--- src/verilog/spi3w_macros.svh ---
`ifndef SPI3W_MACROS_SVH
`define SPI3W_MACROS_SVH

// --------------------------------------------------
// Field widths
// --------------------------------------------------
// Shift word
`define SPI3W_DATA_W 32
// CTRL length field, 0 means a full word
`define SPI3W_LEN_W 6
// Half-period count
`define SPI3W_DIV_W 8
// Chip selects
`define SPI3W_SS_N 4
// Register address
`define SPI3W_ADDR_W 2

// --------------------------------------------------
// Register map and CTRL layout
// --------------------------------------------------
`define SPI3W_ADDR_DATA 2'd0
`define SPI3W_ADDR_CTRL 2'd1
`define SPI3W_ADDR_DIV 2'd2
`define SPI3W_ADDR_SS 2'd3

// Length in the low bits
`define SPI3W_CTRL_LEN_LSB 0
// Go on write, busy on read
`define SPI3W_CTRL_GO_BIT 8
// Set for write direction
`define SPI3W_CTRL_DIR_BIT 14

// DIVIDER value out of reset
`define SPI3W_DIV_RST 8'd3
// Longest transfer in bits
`define SPI3W_LEN_MAX 6'd32

`endif

--- src/verilog/spi3w_pkg.sv ---
`include "spi3w_macros.svh"

package spi3w_pkg;

  // --------------------------------------------------
  // Vector types of the register map
  // --------------------------------------------------

  // DATA word, also the bus data width
  typedef logic [`SPI3W_DATA_W-1:0] spi_word_t;

  // Bit count of a transfer
  // 0 and anything above 32 run a full word
  typedef logic [`SPI3W_LEN_W-1:0] spi_len_t;

  // SCK half-period in clk_sys cycles, minus one
  typedef logic [`SPI3W_DIV_W-1:0] spi_div_t;

  // One bit per chip select, bit 0 drives cs_n[0]
  typedef logic [`SPI3W_SS_N-1:0] spi_ss_t;

  // Word address on the register bus
  typedef logic [`SPI3W_ADDR_W-1:0] reg_addr_t;

  // --------------------------------------------------
  // Transfer sequencer
  // --------------------------------------------------
  typedef enum logic [1:0] {
    IDLE,
    // One cycle, chip select low and first bit out
    ASSERT_CS,
    // SCK running until the last falling edge
    SHIFT,
    // Chip select high, busy still set
    RELEASE
  } seq_state_t;

endpackage

--- src/verilog/spi3w_if.sv ---
`timescale 1ns/1ps

interface spi3w_if;

  // Sequencer controls
  logic run;
  logic load;

  // Timer strobes, one clk_sys cycle each
  logic sck_rise;
  logic sck_fall;
  logic last_bit;

  // Config from CTRL and DIVIDER
  logic dir;
  spi3w_pkg::spi_div_t div;
  // Already clamped to 1..32
  spi3w_pkg::spi_len_t len;

  modport cfg (output div, output len, output dir);

  modport seq (input dir, input last_bit, output run, output load);

  modport timer (
    input run, input div, input len,
    output sck_rise, output sck_fall, output last_bit
  );

  modport shifter (input load, input dir, input len, input sck_rise, input sck_fall);

endinterface

--- src/verilog/spi3w_reg_bank.sv ---
`timescale 1ns/1ps
`include "spi3w_macros.svh"

module spi3w_reg_bank (
  input  logic                  clk_sys,
  input  logic                  rst_n_i,
  input  logic                  bus_req_i,
  input  logic                  bus_we_i,
  input  spi3w_pkg::reg_addr_t  bus_addr_i,
  input  spi3w_pkg::spi_word_t  bus_wdata_i,
  output logic                  bus_ack_o,
  output spi3w_pkg::spi_word_t  bus_rdata_o,
  input  logic                  busy_i,
  input  spi3w_pkg::spi_word_t  data_i,
  output logic                  data_wr_o,
  output logic                  go_o,
  output spi3w_pkg::spi_ss_t    ss_o,
  spi3w_if.cfg                  cfg
);

  logic                 ack_q;
  spi3w_pkg::spi_word_t rdata_q;
  spi3w_pkg::spi_word_t rd_mux;
  logic                 go_q;
  logic                 busy_any;
  logic                 wr;
  logic                 wr_data;
  logic                 wr_ctrl;
  spi3w_pkg::spi_len_t  len_q;
  logic                 dir_q;
  spi3w_pkg::spi_div_t  div_q;
  spi3w_pkg::spi_ss_t   ss_q;

  // --------------------------------------------------
  // Write decode
  // --------------------------------------------------
  assign wr      = bus_req_i && bus_we_i;
  assign wr_data = wr && (bus_addr_i == `SPI3W_ADDR_DATA);
  assign wr_ctrl = wr && (bus_addr_i == `SPI3W_ADDR_CTRL);

  // Go pulse counts as busy before the FSM leaves IDLE
  assign busy_any = busy_i || go_q;

  // DATA lives in the shifter, frozen while shifting
  assign data_wr_o = wr_data && !busy_any;

  always_ff @(posedge clk_sys)
  begin
    if (!rst_n_i)
    begin
      len_q <= '0;
      dir_q <= 1'b0;
      div_q <= `SPI3W_DIV_RST;
      ss_q  <= '0;
      go_q  <= 1'b0;
    end
    else
    begin
      // Length, direction and divider hold still during a transfer
      if (wr_ctrl && !busy_any)
      begin
        len_q <= bus_wdata_i[`SPI3W_CTRL_LEN_LSB +: `SPI3W_LEN_W];
        dir_q <= bus_wdata_i[`SPI3W_CTRL_DIR_BIT];
      end
      if (wr && (bus_addr_i == `SPI3W_ADDR_DIV) && !busy_any)
        div_q <= bus_wdata_i[`SPI3W_DIV_W-1:0];
      // SS is latched by the FSM at start, free to change
      if (wr && (bus_addr_i == `SPI3W_ADDR_SS))
        ss_q <= bus_wdata_i[`SPI3W_SS_N-1:0];
      // Single-cycle go, lines up with the acknowledge
      go_q <= wr_ctrl && bus_wdata_i[`SPI3W_CTRL_GO_BIT] && !busy_any;
    end
  end

  // --------------------------------------------------
  // Read mux and acknowledge
  // --------------------------------------------------
  always_comb
  begin
    rd_mux = '0;
    case (bus_addr_i)
      `SPI3W_ADDR_DATA: rd_mux = data_i;
      `SPI3W_ADDR_CTRL:
      begin
        rd_mux[`SPI3W_CTRL_LEN_LSB +: `SPI3W_LEN_W] = len_q;
        // Go bit reads back as busy
        rd_mux[`SPI3W_CTRL_GO_BIT]  = busy_any;
        rd_mux[`SPI3W_CTRL_DIR_BIT] = dir_q;
      end
      `SPI3W_ADDR_DIV: rd_mux[`SPI3W_DIV_W-1:0] = div_q;
      `SPI3W_ADDR_SS:  rd_mux[`SPI3W_SS_N-1:0] = ss_q;
    endcase
  end

  always_ff @(posedge clk_sys)
  begin
    if (!rst_n_i)
      ack_q <= 1'b0;
    else
      ack_q <= bus_req_i;
  end

  // Read data valid together with ack
  always_ff @(posedge clk_sys)
  begin
    if (bus_req_i && !bus_we_i)
      rdata_q <= rd_mux;
  end

  assign bus_ack_o   = ack_q;
  assign bus_rdata_o = rdata_q;
  assign go_o        = go_q;
  assign ss_o        = ss_q;

  // Config out, zero length means a full word
  assign cfg.len = ((len_q == '0) || (len_q > `SPI3W_LEN_MAX)) ? `SPI3W_LEN_MAX : len_q;
  assign cfg.dir = dir_q;
  assign cfg.div = div_q;

endmodule

--- src/verilog/spi3w_seq_fsm.sv ---
`timescale 1ns/1ps

module spi3w_seq_fsm (
  input  logic               clk_sys,
  input  logic               rst_n_i,
  input  logic               go_i,
  input  spi3w_pkg::spi_ss_t ss_i,
  output logic               busy_o,
  output spi3w_pkg::spi_ss_t spi_cs_n_o,
  output logic               spi_sdio_oe_o,
  spi3w_if.seq               ctl
);

  spi3w_pkg::seq_state_t state_q;
  spi3w_pkg::seq_state_t state_d;
  spi3w_pkg::spi_ss_t    cs_n_q;
  logic                  oe_q;
  logic                  start;
  logic                  done;

  // Go only taken from IDLE
  assign start = (state_q == spi3w_pkg::IDLE) && go_i;
  // Last falling SCK edge
  assign done  = (state_q == spi3w_pkg::SHIFT) && ctl.last_bit;

  // --------------------------------------------------
  // Next state
  // --------------------------------------------------
  always_comb
  begin
    state_d = state_q;
    case (state_q)
      spi3w_pkg::IDLE:
        if (go_i)
          state_d = spi3w_pkg::ASSERT_CS;
      spi3w_pkg::ASSERT_CS:
        state_d = spi3w_pkg::SHIFT;
      spi3w_pkg::SHIFT:
        if (ctl.last_bit)
          state_d = spi3w_pkg::RELEASE;
      spi3w_pkg::RELEASE:
        state_d = spi3w_pkg::IDLE;
    endcase
  end

  // State plus registered pin controls
  always_ff @(posedge clk_sys)
  begin
    if (!rst_n_i)
    begin
      state_q <= spi3w_pkg::IDLE;
      cs_n_q  <= '1;
      oe_q    <= 1'b0;
    end
    else
    begin
      state_q <= state_d;
      if (start)
      begin
        // Masked selects low, driver on for writes only
        cs_n_q <= ~ss_i;
        oe_q   <= ctl.dir;
      end
      else if (done)
      begin
        // Same edge as the final SCK fall
        cs_n_q <= '1;
        oe_q   <= 1'b0;
      end
    end
  end

  // Shifter picks its first bit on the cycle CS falls
  assign ctl.load = start;
  // Timer runs from the first CS-low cycle
  assign ctl.run  = (state_q == spi3w_pkg::ASSERT_CS) || (state_q == spi3w_pkg::SHIFT);

  // RELEASE keeps busy one cycle past CS rise
  assign busy_o        = (state_q != spi3w_pkg::IDLE);
  assign spi_cs_n_o    = cs_n_q;
  assign spi_sdio_oe_o = oe_q;

endmodule

--- src/verilog/spi3w_bit_timer.sv ---
`timescale 1ns/1ps

module spi3w_bit_timer (
  input  logic clk_sys,
  input  logic rst_n_i,
  output logic spi_sck_o,
  spi3w_if.timer tmr
);

  spi3w_pkg::spi_div_t cnt_q;
  spi3w_pkg::spi_len_t bits_q;
  logic                sck_q;
  logic                tick;

  // End of a half-period
  assign tick = tmr.run && (cnt_q == tmr.div);

  // Strobes on the cycle before SCK changes
  assign tmr.sck_rise = tick && !sck_q;
  assign tmr.sck_fall = tick && sck_q;
  // bits_q has already counted the final rise
  assign tmr.last_bit = tmr.sck_fall && (bits_q == tmr.len);

  always_ff @(posedge clk_sys)
  begin
    if (!rst_n_i)
    begin
      cnt_q  <= '0;
      bits_q <= '0;
      sck_q  <= 1'b0;
    end
    else if (!tmr.run)
    begin
      // Idle, SCK parked low
      cnt_q  <= '0;
      bits_q <= '0;
      sck_q  <= 1'b0;
    end
    else if (tick)
    begin
      cnt_q <= '0;
      sck_q <= !sck_q;
      // Count rising edges
      if (!sck_q)
        bits_q <= bits_q + 1'b1;
    end
    else
      cnt_q <= cnt_q + 1'b1;
  end

  assign spi_sck_o = sck_q;

endmodule

--- src/verilog/spi3w_shift_reg.sv ---
`timescale 1ns/1ps
`include "spi3w_macros.svh"

module spi3w_shift_reg (
  input  logic                 clk_sys,
  input  logic                 rst_n_i,
  input  logic                 data_wr_i,
  input  spi3w_pkg::spi_word_t wdata_i,
  input  logic                 spi_sdio_i,
  output spi3w_pkg::spi_word_t data_o,
  output logic                 spi_sdio_o,
  spi3w_if.shifter             sh
);

  spi3w_pkg::spi_word_t data_q;
  logic                 sdo_q;
  logic [4:0]           tap_idx;
  logic                 tap_bit;
  logic                 shift_in;

  // --------------------------------------------------
  // Output tap
  // --------------------------------------------------
  // Word is not rotated on load; bit len-1 always holds the
  // next bit out, since each shift moves the next one up to it
  assign tap_idx = 5'(sh.len - 1'b1);
  assign tap_bit = data_q[tap_idx];

  // Read direction samples the pin, write shifts in zeros
  assign shift_in = sh.dir ? 1'b0 : spi_sdio_i;

  always_ff @(posedge clk_sys)
  begin
    if (!rst_n_i)
    begin
      data_q <= '0;
      sdo_q  <= 1'b0;
    end
    else
    begin
      // Bus write, blocked upstream while busy
      if (data_wr_i)
        data_q <= wdata_i;
      else if (sh.sck_rise)
        data_q <= {data_q[`SPI3W_DATA_W-2:0], shift_in};
      // First bit with CS, then a new bit on each SCK fall
      if (sh.load || sh.sck_fall)
        sdo_q <= tap_bit;
    end
  end

  assign data_o     = data_q;
  assign spi_sdio_o = sdo_q;

endmodule

--- src/verilog/spi3w_top.sv ---
`timescale 1ns/1ps

module spi3w_top (
  input  logic                 clk_sys,
  input  logic                 rst_n_i,

  // Register bus, fixed one-cycle ack
  input  logic                 bus_req_i,
  input  logic                 bus_we_i,
  input  spi3w_pkg::reg_addr_t bus_addr_i,
  input  spi3w_pkg::spi_word_t bus_wdata_i,
  output logic                 bus_ack_o,
  output spi3w_pkg::spi_word_t bus_rdata_o,

  // Three-wire SPI, data pin split for simulation
  output logic                 spi_sck_o,
  output spi3w_pkg::spi_ss_t   spi_cs_n_o,
  output logic                 spi_sdio_o,
  output logic                 spi_sdio_oe_o,
  input  logic                 spi_sdio_i
);

  logic                 data_wr;
  logic                 go_pulse;
  logic                 busy;
  spi3w_pkg::spi_ss_t   ss_mask;
  spi3w_pkg::spi_word_t data_rd;

  // Sequencer, timer and shifter handshakes
  spi3w_if spi_if ();

  // --------------------------------------------------
  // Register bank
  // --------------------------------------------------
  spi3w_reg_bank u_reg_bank (
    .clk_sys     (clk_sys),
    .rst_n_i     (rst_n_i),
    .bus_req_i   (bus_req_i),
    .bus_we_i    (bus_we_i),
    .bus_addr_i  (bus_addr_i),
    .bus_wdata_i (bus_wdata_i),
    .bus_ack_o   (bus_ack_o),
    .bus_rdata_o (bus_rdata_o),
    .busy_i      (busy),
    .data_i      (data_rd),
    .data_wr_o   (data_wr),
    .go_o        (go_pulse),
    .ss_o        (ss_mask),
    .cfg         (spi_if.cfg)
  );

  // --------------------------------------------------
  // Transfer engine
  // --------------------------------------------------
  spi3w_seq_fsm u_seq_fsm (
    .clk_sys       (clk_sys),
    .rst_n_i       (rst_n_i),
    .go_i          (go_pulse),
    .ss_i          (ss_mask),
    .busy_o        (busy),
    .spi_cs_n_o    (spi_cs_n_o),
    .spi_sdio_oe_o (spi_sdio_oe_o),
    .ctl           (spi_if.seq)
  );

  spi3w_bit_timer u_bit_timer (
    .clk_sys   (clk_sys),
    .rst_n_i   (rst_n_i),
    .spi_sck_o (spi_sck_o),
    .tmr       (spi_if.timer)
  );

  spi3w_shift_reg u_shift_reg (
    .clk_sys    (clk_sys),
    .rst_n_i    (rst_n_i),
    .data_wr_i  (data_wr),
    .wdata_i    (bus_wdata_i),
    .spi_sdio_i (spi_sdio_i),
    .data_o     (data_rd),
    .spi_sdio_o (spi_sdio_o),
    .sh         (spi_if.shifter)
  );

endmodule

--- config.mk ---
export PLATFORM = sky130hd
export DESIGN_NAME = spi3w_top
export DESIGN_NICKNAME = d
export VERILOG_FILES = /design/src/verilog/spi3w_pkg.sv /design/src/verilog/spi3w_if.sv /design/src/verilog/spi3w_reg_bank.sv /design/src/verilog/spi3w_seq_fsm.sv /design/src/verilog/spi3w_bit_timer.sv /design/src/verilog/spi3w_shift_reg.sv /design/src/verilog/spi3w_top.sv
export VERILOG_INCLUDE_DIRS = /design/src /design/src/verilog
export SDC_FILE = /design/constraint.sdc
export NUM_CORES = 1
export LEC_CHECK = 0
export ABC_CLOCK_PERIOD_IN_PS = 4780
export BUFFER_PORTS_ARGS = -buffer_cell sky130_fd_sc_hd__buf_2
export CAP_MARGIN = 0
export CORE_MARGIN = 1.5
export CORE_UTILIZATION = 44
export CTS_CLUSTER_DIAMETER = 50
export DETAILED_ROUTE_END_ITERATION = 8
export PLACE_DENSITY = 0.74
export SETUP_SLACK_MARGIN = 0.1
export SLEW_MARGIN = 20
export SYNTH_ARGS = -nofsm -noshare
export SYNTH_HDL_FRONTEND = slang
export SYNTH_SLANG_ARGS = --single-unit
--- constraint.sdc ---
create_clock -name clk_sys -period 4.78 [get_ports clk_sys]
set_input_delay 0.478 -clock clk_sys [delete_from_list [all_inputs] [get_ports clk_sys]]
set_output_delay 0.478 -clock clk_sys [all_outputs]
set_load 0.03 [all_outputs]
==> impl_metrics.tcl <==
set metrics [dict create \
    layout-area-overhead-vs-synth_pct 15.6 \
    gpl.final_weighted_congestion 0.869 \
    final.min_clock_period_ns 3.03 \
    die_span_in_x_um 111 \
    max_slew_margin 0.508 \
    vias_in_the_first_global_route 3658 \
    required_ns 5.01 \
    drt_iter0_drc 162 \
    most_numerous_cell_types_in_the_synthesized_netlist "sky130_fd_sc_hd__dfxtp_1, sky130_fd_sc_hd__mux2i_1, sky130_fd_sc_hd__o21ai_0" \
    ys_warn_count 0 \
    num_cts_buffers 9 \
    min-delay-start "bus_req_i" \
    synth_cells 482 \
    syn-num-nets 527 \
    unrepaired_setup_endpoints_after_global_routing "false" \
    netlist.top_cell.by_area "sky130_fd_sc_hd__dfxtp_1" \
    synthDistinctLibCells 49 \
    cts-root-to-sink-buffers 2 \
    seq_cells_post_synth 108 \
    hold_buffers 0 \
    buffer_ports.inserted 78 \
    first_pass_grt_wire_length_mm 18.3 \
    syn_avg_cell_area_sq_um 10.5 \
    whs_endpoint "u_reg_bank.bus_ack_o" \
    area_of_the_die_sq_mm 0.0122 \
    nNetsFinal 590 \
    maximum_number_of_pins_on_one_net_before_global_route_repair 64 \
    synthAdderAreaFrac 0.0148 \
    synth-main-ff-cell "sky130_fd_sc_hd__dfxtp_1" \
    synthMuxAreaShare 0.170 \
    final_cells 693 \
    die_h_um 111 \
    wire_per_inst_um 16.0 \
    stdcell_area_sq_mm 0.00588 \
    worstPathMaxFanout 13 \
    worst_hold_path_type "primary input to flip-flop" \
    postRouteAntennaNets 0 \
    critPathLaunchType "flip-flop" \
    synth-compound-area-share 0.0987 \
    clock_tree.root_cell "sky130_fd_sc_hd__clkbuf_16" \
    netlist_area_sq_mm 0.00508 \
    worst_setup_path_category "flip-flop to flip-flop" \
    fp.coreArea_sq_mm 0.0113 \
    drc 0 \
    globalRouteTotalUtil 0.188 \
    drive_gt1_frac 0.209 \
    share_of_the_clock_period_used_by_the_worst_path_after_layout 0.633 \
    setup_violations 0 \
    area_share_of_xor_xnor_cells_in_the_synthesized_design 0.0428 \
    critPathArrivalTime_ns 3.26 \
    placedCellCount 677 \
    power.density_mw_per_mm2 346 \
    timing.reg2reg.worst_path_depth 8 \
    placed_cell_area_sq_mm 0.00556 \
    skew_ns 0.0101 \
    synth-edff-count 32 \
    postRouteWirelength_mm 11.1 \
    design_power_total_mw 2.03 \
    clkSlewWorstSetupHoldPaths_ns 0.07 \
    min_path_cells 2 \
    cts.htree.levels 3 \
    max_freq_mhz 331 \
    synth_top_family_by_area "multiplexers" \
    postCtsSetupRepairBufs 0 \
    initial_utilization 0.449 \
    hold_viol 0 \
    reg2reg_from "u_reg_bank.len_q[5]" \
    vdd_ir_drop_max_mv 0.152 \
    synth_seq_area_share 0.488 \
    clock_insertion_delay_worst_skew_ns 0.35 \
    simple_gate_fraction_of_synth_area 0.151 \
    number_of_antenna_violations_at_the_first_check_in_global_routing 0 \
    post_synth_main_area_contributors "sky130_fd_sc_hd__dfxtp_1, sky130_fd_sc_hd__edfxtp_1, sky130_fd_sc_hd__mux2i_1" \
    detail_route.vias_per_cell 5.39 \
    cts_tree "yes" \
    rows 39 \
    synthArstFlopShare 0 \
    drv_slew 0 \
    worst-slew-pin-transition_ns 0.735 \
    detailed_place_hpwl_mm 8.04 \
    most_common_cell_in_the_synthesized_netlist "sky130_fd_sc_hd__dfxtp_1" \
    status "complete, no violations" \
    post_cts_resize_count 0 \
    maxCapViolations 0 \
    via_count 3734 \
    total_leakage_power_nw 2.18 \
    reg2reg_setup_slack_ns 1.75 \
    hold_slack_ns 0.411 \
    synth_top_area_share 0.299 \
    setup-tns-final_ns 0 \
    ioPinCount 79 \
    regToRegEndpoint "u_shift_reg.spi_sdio_o" \
    tritoncts_num_sinks 108 \
    setup.worst_path.end_class "flip-flop" \
    drt_pre_antenna_iters 4 \
    n_antenna_cell 0 \
    overflow 0 \
]
kinds of logic (layout without fill, tap and decap cells):
| logic type | count (synthesis) | after routing |
|---|---|---|
| compound gates | 90 | 90 |
| fa+ha+maj | 6 | 6 |
| simple gates | 140 | 140 |
| buf+inv | 38 | 106 |
| xor+xnor | 24 | 24 |
| mux | 76 | 76 |
| flops | 108 | 108 |
stage by stage:
step | worst slack [ns] | util
global placement | 1.85 | 0.491
detailed placement | 1.74 | 0.491
global route | 1.47 | 0.519
finish | 1.75 | 0.519
CTS | 1.72 | 0.519
floorplan | 2.28 | -
worst max path at each step:
stage | startpoint | end | cells past startpoint
after CTS | u_reg_bank.len_q[5] | u_shift_reg.spi_sdio_o | 8
final | u_reg_bank.len_q[5] | u_shift_reg.spi_sdio_o | 8
after floorplan | u_reg_bank.len_q[0] | u_shift_reg.spi_sdio_o | 11
after detailed placement | u_reg_bank.len_q[5] | u_shift_reg.spi_sdio_o | 8
after global placement | u_reg_bank.len_q[5] | u_shift_reg.spi_sdio_o | 8
after global routing | u_reg_bank.len_q[5] | u_shift_reg.spi_sdio_o | 8
critical path: stages, from the launching register on:
cell                       delay, ns
sky130_fd_sc_hd__dfxtp_1        0.41
sky130_fd_sc_hd__nand2b_1       0.53
sky130_fd_sc_hd__ha_1           0.70
sky130_fd_sc_hd__mux4_1         0.60
sky130_fd_sc_hd__nor2_1         0.12
sky130_fd_sc_hd__a211oi_1       0.06
sky130_fd_sc_hd__mux2_2         0.27
sky130_fd_sc_hd__mux2i_1        0.12
sky130_fd_sc_hd__o22ai_1        0.10
area by class of cell:
class                           count  area, sq um
Fill cell                        1017         5450
Sequential cell                   108         2480
Multi-Input combinational cell    336         2440
Timing Repair Buffer               85          443
Clock buffer                       12          258
Tap cell                          143          179
Clock inverter                      4         55.1
Inverter                            5         18.8
cells in the final DEF, fill, tap and decap left out, types with 3 or more instances in the layout:
| cell type | n |
|---|---|
| sky130_fd_sc_hd__a211oi_1 | 3 |
| sky130_fd_sc_hd__a21oi_1 | 33 |
| sky130_fd_sc_hd__a31oi_1 | 3 |
| sky130_fd_sc_hd__and2_1 | 25 |
| sky130_fd_sc_hd__and3_1 | 6 |
| sky130_fd_sc_hd__buf_2 | 78 |
| sky130_fd_sc_hd__buf_4 | 7 |
| sky130_fd_sc_hd__clkbuf_16 | 10 |
| sky130_fd_sc_hd__dfxtp_1 | 76 |
| sky130_fd_sc_hd__edfxtp_1 | 32 |
| sky130_fd_sc_hd__ha_1 | 6 |
| sky130_fd_sc_hd__inv_1 | 5 |
| sky130_fd_sc_hd__mux2i_1 | 67 |
| sky130_fd_sc_hd__mux4_2 | 7 |
| sky130_fd_sc_hd__nand2_1 | 26 |
| sky130_fd_sc_hd__nand3_1 | 10 |
| sky130_fd_sc_hd__nand3b_1 | 3 |
| sky130_fd_sc_hd__nand4_1 | 5 |
| sky130_fd_sc_hd__nor2_1 | 29 |
| sky130_fd_sc_hd__nor2b_1 | 20 |
| sky130_fd_sc_hd__o21ai_0 | 36 |
| sky130_fd_sc_hd__o31ai_1 | 5 |
| sky130_fd_sc_hd__xnor2_1 | 13 |
| sky130_fd_sc_hd__xor2_1 | 10 |
per-layer routing:
layer,share of wire,track usage,wire (um)
met1,0.45,0.248,5000
met2,0.47,0.299,5240
met3,0.056,0.0439,620
met4,0.022,0.0735,244
met5,0,0,0
state kept, by name (all words and copies together), names as in the netlist, 2 cells and up:
register / flops
u_bit_timer.cnt_q: 8
u_seq_fsm.spi_cs_n_o: 4
u_reg_bank.bus_rdata_o: 32
u_bit_timer.bits_q: 6
u_reg_bank.ss_o: 4
u_reg_bank.len_q: 6
u_reg_bank.cfg.div: 8
u_shift_reg.data_o: 32
u_seq_fsm.state_q: 2
power breakdown:
group          internal (mW)  switching, mW  leakage (nW)  total [mW]
Sequential             0.980         0.0333         0.926        1.01
Combinational         0.0945          0.143          1.10       0.237
Clock                  0.443          0.339         0.150       0.782
Total                   1.52          0.515          2.18        2.03
(Power assumes the default switching activity.)
